$ cat src/logic/fetchPkg.sv
`default_nettype none

package fetchPkg;

    typedef struct packed {
        logic [5:0]  opcode;
        logic [25:0] index;
    } jFmt_t;

    typedef struct packed {
        logic [5:0]  opcode;
        logic [4:0]  rs;
        logic [4:0]  rt;
        logic [15:0] offset;
    } iFmt_t;

    // same word, read as jump or immediate format by the predecoder
    typedef union packed {
        jFmt_t       jFmt;
        iFmt_t       iFmt;
        logic [31:0] raw;
    } instWord_u;

    typedef struct packed {
        logic        valid;
        logic        taken;
        logic [31:0] target;
        logic [1:0]  bimState;
    } nlpInfo_t;

    typedef struct packed {
        logic valid;
        logic taken;
    } bpdInfo_t;

    typedef struct packed {
        logic [31:0] pc;
        instWord_u   inst;
        logic        valid;
        nlpInfo_t    nlpInfo;
    } fetchSlot_t;

    typedef struct packed {
        logic [31:0] pc;
        instWord_u   inst;
        logic        valid;
        nlpInfo_t    nlpInfo;
        bpdInfo_t    bpdInfo;
        logic        isJ;
        logic        isBr;
        logic        isJr;
        logic        predTaken;
        logic [31:0] predAddr;
    } decodedSlot_t;

    typedef struct packed {
        logic        valid;
        logic [31:0] pc;
        logic [31:0] target;
        logic [1:0]  bimState;
        logic        shouldTake;
    } nlpUpdate_t;

    typedef struct packed {
        logic        valid;
        logic [31:0] pc;
    } redirect_t;

    localparam logic [5:0] opSpecial = 6'h00;
    localparam logic [5:0] opRegimm  = 6'h01;
    localparam logic [5:0] opJ       = 6'h02;
    localparam logic [5:0] opJal     = 6'h03;
    localparam logic [5:0] opBeq     = 6'h04;
    localparam logic [5:0] opBne     = 6'h05;
    localparam logic [5:0] opBlez    = 6'h06;
    localparam logic [5:0] opBgtz    = 6'h07;
    localparam logic [5:0] fnJr      = 6'h08;  // funct under opSpecial
    localparam logic [5:0] fnJalr    = 6'h09;

    localparam logic [1:0] bimWeakTaken = 2'b01;  // no nlp state yet

endpackage

`default_nettype wire

$ cat src/logic/preDecoder.sv
`timescale 1ns/10ps
`default_nettype none

module preDecoder (
    input  logic [31:0]         pc,
    input  fetchPkg::instWord_u inst,
    input  logic                valid,
    output logic                isJ,
    output logic                isBr,
    output logic                isJr,
    output logic [31:0]         target
);
    import fetchPkg::*;

    logic [5:0]  opcode;
    logic [31:0] pcPlus4;
    logic [31:0] branchOffset;
    logic        directJump;
    logic        regJump;
    logic        condBranch;

    assign opcode       = inst.jFmt.opcode;
    assign pcPlus4      = pc + 32'd4;
    assign branchOffset = {{14{inst.iFmt.offset[15]}}, inst.iFmt.offset, 2'b00};

    always_comb begin
        directJump = (opcode == opJ) || (opcode == opJal);
        regJump    = (opcode == opSpecial) &&
                     ((inst.raw[5:0] == fnJr) || (inst.raw[5:0] == fnJalr));
        case (opcode)
            opBeq, opBne, opBlez, opBgtz: condBranch = 1'b1;
            opRegimm: condBranch = (inst.iFmt.rt[3:1] == 3'b000);  // bltz/bgez and -al forms
            default: condBranch = 1'b0;
        endcase
    end

    assign isJ  = valid && (directJump || regJump);
    assign isJr = valid && regJump;
    assign isBr = valid && condBranch;

    // register jumps take their target from the nlp, this value is unused there
    assign target = condBranch ? pcPlus4 + branchOffset
                               : {pcPlus4[31:28], inst.jFmt.index, 2'b00};

endmodule

`default_nettype wire

$ cat src/logic/predictSelect.sv
`timescale 1ns/10ps
`default_nettype none

module predictSelect (
    input  fetchPkg::fetchSlot_t   slot,
    input  fetchPkg::bpdInfo_t     bpd,
    input  logic                   isJ,
    input  logic                   isBr,
    input  logic                   isJr,
    input  logic [31:0]            staticTarget,
    output fetchPkg::decodedSlot_t decoded
);
    import fetchPkg::*;

    logic taken;

    always_comb begin
        if (!slot.valid) begin
            taken = 1'b0;
        end else if (isJ && !(isJr && !slot.nlpInfo.valid)) begin
            taken = 1'b1;  // unconditional, jr needs an nlp hit
        end else if (!isBr) begin
            taken = 1'b0;
        end else if (bpd.valid) begin
            taken = bpd.taken;
        end else if (slot.nlpInfo.valid) begin
            taken = slot.nlpInfo.taken;
        end else begin
            taken = 1'b0;  // both predictors miss
        end
    end

    always_comb begin
        decoded.pc        = slot.pc;
        decoded.inst      = slot.inst;
        decoded.valid     = slot.valid;
        decoded.nlpInfo   = slot.nlpInfo;
        decoded.bpdInfo   = bpd;
        decoded.isJ       = isJ;
        decoded.isBr      = isBr;
        decoded.isJr      = isJr;
        decoded.predTaken = taken;
        decoded.predAddr  = isJr ? slot.nlpInfo.target : staticTarget;
    end

endmodule

`default_nettype wire

$ cat src/logic/redirectCtrl.sv
`timescale 1ns/10ps
`default_nettype none

module redirectCtrl (
    input  logic                   clk,
    input  logic                   reset,
    input  logic                   flush,
    input  logic                   pause,
    input  fetchPkg::decodedSlot_t dec0,
    input  fetchPkg::decodedSlot_t dec1,
    output fetchPkg::redirect_t    redirect,
    output logic                   flushReq,
    output logic                   killSlot1
);
    import fetchPkg::*;

    logic        nlpTaken0;
    logic        nlpTaken1;
    logic        mis0Taken;
    logic        mis0NotTaken;
    logic        mis1Taken;
    logic        mis1NotTaken;
    logic        enterWait;
    logic [31:0] mis1Target;
    logic        waitDelaySlot;
    logic        lastWait;
    logic [31:0] waitTarget;

    assign nlpTaken0    = dec0.nlpInfo.valid && dec0.nlpInfo.taken;
    assign nlpTaken1    = dec1.nlpInfo.valid && dec1.nlpInfo.taken;
    assign mis0Taken    = dec0.predTaken && !nlpTaken0;
    assign mis0NotTaken = !dec0.predTaken && nlpTaken0;
    assign mis1Taken    = dec1.predTaken && !nlpTaken1;
    assign mis1NotTaken = !dec1.predTaken && nlpTaken1;

    // slot 0 wins, slot 1 fix waits for its delay slot
    assign enterWait  = !mis0Taken && !mis0NotTaken &&
                        (mis1Taken || mis1NotTaken) && (dec1.isJ || dec1.isBr);
    assign mis1Target = mis1Taken ? dec1.predAddr : dec1.pc + 32'd8;

    always_comb begin
        redirect.valid = 1'b0;
        redirect.pc    = '0;
        if (flush || pause) begin
            redirect.valid = 1'b0;
        end else if (waitDelaySlot) begin
            redirect.valid = dec0.valid;  // delay slot has arrived
            redirect.pc    = waitTarget;
        end else if (mis0Taken) begin
            redirect.valid = 1'b1;
            redirect.pc    = dec0.predAddr;
        end else if (mis0NotTaken) begin
            redirect.valid = 1'b1;
            redirect.pc    = dec0.pc + 32'd8;  // skip the delay slot
        end
    end

    assign flushReq  = redirect.valid;
    assign killSlot1 = waitDelaySlot || lastWait;

    always_ff @(posedge clk) begin
        if (reset || flush) begin
            waitDelaySlot <= 1'b0;
            lastWait      <= 1'b0;
        end else begin
            lastWait <= waitDelaySlot;
            if (pause) begin
                waitDelaySlot <= waitDelaySlot;
            end else if (waitDelaySlot) begin
                waitDelaySlot <= !dec0.valid;
            end else begin
                waitDelaySlot <= enterWait;
            end
        end
    end

    always_ff @(posedge clk) begin
        if (!waitDelaySlot && !pause && enterWait) begin
            waitTarget <= mis1Target;
        end
    end

endmodule

`default_nettype wire

$ cat src/logic/nlpUpdateGen.sv
`timescale 1ns/10ps
`default_nettype none

module nlpUpdateGen (
    input  fetchPkg::decodedSlot_t dec0,
    input  fetchPkg::decodedSlot_t dec1,
    output fetchPkg::nlpUpdate_t   update
);
    import fetchPkg::*;

    logic          use0;
    logic          use1;
    decodedSlot_t  pick;

    // bpd has a view, or a jump whose target is actually known
    function automatic logic qualifies(input decodedSlot_t d);
        return d.valid && (d.bpdInfo.valid || (d.isJ && !(d.isJr && !d.nlpInfo.valid)));
    endfunction

    assign use0 = qualifies(dec0);
    assign use1 = qualifies(dec1);
    assign pick = use0 ? dec0 : dec1;

    always_comb begin
        update.valid      = use0 || use1;
        update.pc         = pick.pc;
        update.target     = pick.predAddr;
        update.shouldTake = pick.predTaken;
        update.bimState   = pick.nlpInfo.valid ? pick.nlpInfo.bimState : bimWeakTaken;
    end

endmodule

`default_nettype wire

$ cat src/logic/fetchStage3.sv
`timescale 1ns/10ps
`default_nettype none

module fetchStage3 (
    input  logic                   clk,
    input  logic                   reset,
    input  fetchPkg::fetchSlot_t   slot0,
    input  fetchPkg::fetchSlot_t   slot1,
    input  fetchPkg::bpdInfo_t     bpd0,
    input  fetchPkg::bpdInfo_t     bpd1,
    input  logic                   flush,
    input  logic                   pause,
    output fetchPkg::decodedSlot_t out0,
    output fetchPkg::decodedSlot_t out1,
    output fetchPkg::redirect_t    redirect,
    output logic                   flushReq,
    output fetchPkg::nlpUpdate_t   nlpUpdate
);
    import fetchPkg::*;

    logic         isJ0;
    logic         isBr0;
    logic         isJr0;
    logic [31:0]  target0;
    logic         isJ1;
    logic         isBr1;
    logic         isJr1;
    logic [31:0]  target1;
    decodedSlot_t dec1;
    logic         killSlot1;

    preDecoder pre0 (
        .pc     (slot0.pc),
        .inst   (slot0.inst),
        .valid  (slot0.valid),
        .isJ    (isJ0),
        .isBr   (isBr0),
        .isJr   (isJr0),
        .target (target0)
    );

    preDecoder pre1 (
        .pc     (slot1.pc),
        .inst   (slot1.inst),
        .valid  (slot1.valid),
        .isJ    (isJ1),
        .isBr   (isBr1),
        .isJr   (isJr1),
        .target (target1)
    );

    predictSelect sel0 (
        .slot         (slot0),
        .bpd          (bpd0),
        .isJ          (isJ0),
        .isBr         (isBr0),
        .isJr         (isJr0),
        .staticTarget (target0),
        .decoded      (out0)
    );

    predictSelect sel1 (
        .slot         (slot1),
        .bpd          (bpd1),
        .isJ          (isJ1),
        .isBr         (isBr1),
        .isJr         (isJr1),
        .staticTarget (target1),
        .decoded      (dec1)
    );

    redirectCtrl ctrl0 (
        .clk       (clk),
        .reset     (reset),
        .flush     (flush),
        .pause     (pause),
        .dec0      (out0),
        .dec1      (dec1),
        .redirect  (redirect),
        .flushReq  (flushReq),
        .killSlot1 (killSlot1)
    );

    nlpUpdateGen upd0 (
        .dec0   (out0),
        .dec1   (dec1),
        .update (nlpUpdate)
    );

    // slot 1 of a bundle waiting on its delay slot is dropped
    always_comb begin
        out1       = dec1;
        out1.valid = dec1.valid && !killSlot1;
    end

endmodule

`default_nettype wire

$ cat config.mk
export PLATFORM = sky130hd
export DESIGN_NAME = fetchStage3
export DESIGN_NICKNAME = d
export VERILOG_FILES = /design/src/logic/fetchPkg.sv /design/src/logic/preDecoder.sv /design/src/logic/predictSelect.sv /design/src/logic/redirectCtrl.sv /design/src/logic/nlpUpdateGen.sv /design/src/logic/fetchStage3.sv
export SDC_FILE = /design/constraint.sdc
export NUM_CORES = 1
export LEC_CHECK = 0
export BUFFER_PORTS_ARGS = -buffer_cell sky130_fd_sc_hd__buf_2
export CORE_AREA = 2 2 228 230
export CTS_CLUSTER_SIZE = 14
export DETAILED_ROUTE_END_ITERATION = 8
export DIE_AREA = 0 0 230 232
export GPL_ROUTABILITY_DRIVEN = 0
export GPL_TIMING_DRIVEN = 0
export HOLD_SLACK_MARGIN = 0.05
export PLACE_DENSITY = 0.46
export SYNTH_ARGS = -nofsm -noshare
export SYNTH_HDL_FRONTEND = slang
export SYNTH_SLANG_ARGS = --single-unit
$ cat constraint.sdc
create_clock -name clk -period 8.7 [get_ports clk]
set_clock_uncertainty 0.05 [all_clocks]
set_input_delay 2.175 -clock clk [delete_from_list [all_inputs] [get_ports clk]]
set_output_delay 2.175 -clock clk [all_outputs]
set_load 0.1 [all_outputs]
==> results_dict.tcl <==
set metrics [dict create \
    drv_slew 0 \
    ant_nets 0 \
    cts_buffer_depth 2 \
    p_leak_nw 7.813 \
    fin_nets 2565 \
    clkTransAtPathRegs_ns 0.05 \
    nFillCells 5680 \
    ys.flop_type "edfxtp_1" \
    ys_seq_area_frac 0.08881 \
    dp.cells 2934 \
    place_area_um2 15310 \
    drt-total-wl_mm 69.59 \
    cts_sinks 34 \
    synth_cell_type_count 85 \
    powerDensity_nw_per_um2 121.5 \
    setup_viol_count_final 0 \
    hold_class "flop to flop" \
    drc 0 \
    max_stage_delay_ns 0.39 \
    whs_ns 0.9285 \
    crit_required_ns 6.48 \
    path_cells "buf_12, ha_4, and3_4, and3_4, and3_4, and3_4, and2_4, xor2_2, ha_1, and3_4, a31oi_1, o21ai_1, a2111o_1, a41o_1, a221o_1, a221o_1, nor2_4, clkinvlp_4, mux2_4, buf_12" \
    power.total_mw 1.961 \
    max_freq_ghz 0.1165 \
    numCtsBuffers 5 \
    cts_tree "done" \
    endpoint_kind "primary output" \
    cp_max_fo 6 \
    multi_input_area_um2 8612 \
    wl_per_cell_um 23.48 \
    rows 83 \
    fin_cells 2964 \
    yosys.area.top_type "buf_4" \
    hold_viol 0 \
    via_per_inst 4.927 \
    synth_top_area_share 0.1452 \
    cts_root_buf "clkbuf_16" \
    drive_gt1_frac 0.4328 \
    fin_tns_setup_ns 0 \
    cap_violations 0 \
    setup_ws_ns 0.1188 \
    final_area_um2 16140 \
    grt_overflow_total 0 \
    grtUsageTotal 0.2482 \
    maxSlewHeadroom 0.2666 \
    drtIter0Drc 1275 \
    synth_seq_cells 34 \
    cpLargestDelayFamily "compound AO/OA/AOI/OAI gates" \
    p_sw_frac 0.6683 \
    antenna_found_initial 1 \
    rsz0062_at_grt "yes" \
    pre_cts_slack_ns -0.8744 \
    worst_pin_slew_ns 1.089 \
    die_height_um 232 \
    p_sw_mw 1.310 \
    crit_path_frequent_cell "and3_4" \
    status "completed" \
    dieArea_um2 53360 \
    synth.top_cells.by_area "buf_4 (15%), edfxtp_1 (8.5%), nand2_1 (8.4%), ha_1 (7.9%), xnor2_1 (6.4%)" \
    synth_warnings 0 \
    io_pins 590 \
    final_common_cell "buf_2" \
    grt_start_max_net_pins 34 \
    synthesis.nets 1971 \
    io_buffers 566 \
    regArea_um2 1001 \
    grt_pass1_vias 14000 \
    area_delta_synth_final_pct 43.22 \
    netlist_instances 1688 \
    peakVddDrop_v 0.00005417 \
    synth-async-reset-ratio 0 \
    critPathKind "input pin to primary output" \
    insertion_delay_ns 0.28 \
    period_minus_slack_ns 8.581 \
    pwr-share-comb 0.820 \
    avgSynthCellArea_um2 6.677 \
    critPathArrivalTime_ns 6.36 \
    crit_path_start_kind "input pin" \
    final_cell_mix "buf_2 (540), buf_4 (258), nand2_1 (252)" \
    pwr-share-seq 0.092 \
    dp_hpwl_mm 60.28 \
    worst_path_max_delay_cell "a2111o_1" \
    period_share 0.9863 \
    route.vias.total 14610 \
    die_w_um 230 \
    core_um2 50890 \
    p_int_mw 0.6504 \
    grt_first_pass_wirelength_mm 97.23 \
    drt-pass1-iter-count 7 \
    finish.utilization 0.3172 \
    start_util 0.2215 \
    p_clk_frac 0.088 \
    cp_num_buf_inv 3 \
    cts.htree.levels 2 \
    synth_edf_count 32 \
    synthesis.area_um2 11270 \
]
## registers in the layout, indices dropped and copies added (netlist names)
signal	flops
ctrl0.lastWait	1
ctrl0.waitDelaySlot	1
ctrl0.waitTarget	32
## cells by family after synthesis
kind of cell | Yosys count | share of synthesized area
fa+ha+maj | 73 | 0.08237
simple gates | 627 | 0.2556
buf+inv | 371 | 0.2057
compound gates | 419 | 0.2383
xor+xnor | 151 | 0.1173
mux | 13 | 0.01188
flops | 34 | 0.08881
## synthesized netlist by cell type, drive strengths merged, types with 7 or more instances
library cell	n
nand2	253
buf	238
nor2	152
a21oi	123
o21ai	102
xnor2	83
clkbuf	73
ha	71
nand3	68
xor2	68
inv	57
nor3	36
edfxtp	32
a21o	28
nand4	27
and3	20
a221oi	17
a31oi	15
o211ai	15
a211oi	13
a22oi	13
o21a	13
and2	11
a221o	10
mux2i	10
nor4	9
o21bai	9
and4	7
nor2b	7
nor3b	7
## cell type report
cell class,instances,share of cell area
inverters,57,0.01349
well taps,680,0.05271
diodes,1,0.0001550
plain buffers,308,0.1308
multi-input cells,1283,0.5335
flip-flops and latches,34,0.06201
repair buffers,593,0.1989
clock buffers,8,0.008449
## worst register-to-register path, cell delays in order, from the launching register on
cell and delay, ns:
dfxtp_1 0.31, clkbuf_1 0.28, nor2_1 0.18, o2111a_2 0.75
## power by group through the flow
stage,sequential (mW),combinational [mW],clock (mW)
6_report,0.180,1.61,0.173
5_1_grt,0.180,1.68,0.183
4_1_cts,0.180,1.59,0.179
3_5_place_dp,0.184,1.56,0
3_3_place_gp,0.184,1.56,0
2_1_floorplan,0.183,1.22,0
## what timing repair did
item | 4_1_cts | 5_1_grt
pin swaps | 12 | 22
setup endpoints to repair | 77 | 65
hold buffers | 0 | 0
resized for setup | 85 | 69
setup buffers | 16 | 11
endpoints found under the hold margin | 0 | 0
## worst paths after layout
| check | from | to | slack [ns] | cells past startpoint |
|---|---|---|---|---|
| hold reg to reg | ctrl0.waitDelaySlot$_SDFFE_PP0N_ | ctrl0.waitDelaySlot$_SDFFE_PP0N_ | 0.93 | 4 |
| hold / removal | ctrl0.waitDelaySlot$_SDFFE_PP0N_ | ctrl0.waitDelaySlot$_SDFFE_PP0N_ | 0.93 | 4 |
| setup / recovery | slot1[73] | nlpUpdate[33] | 0.12 | 20 |
| setup reg to reg | ctrl0.waitDelaySlot$_SDFFE_PP0N_ | ctrl0.waitTarget[26]$_DFFE_PP_ | 6.74 | 3 |
## layer usage
metal | global-route usage | up-vias | routed length, um
met1 | 0.3055 | 6918 | 28840
met3 | 0.02615 | 96 | 4192
met5 | 0 | - | 0
met4 | 0.08024 | 0 | 2448
met2 | 0.4495 | 672 | 34100
li1 | - | 6919 | -
Note: power is estimated with default switching activity, not from simulation.
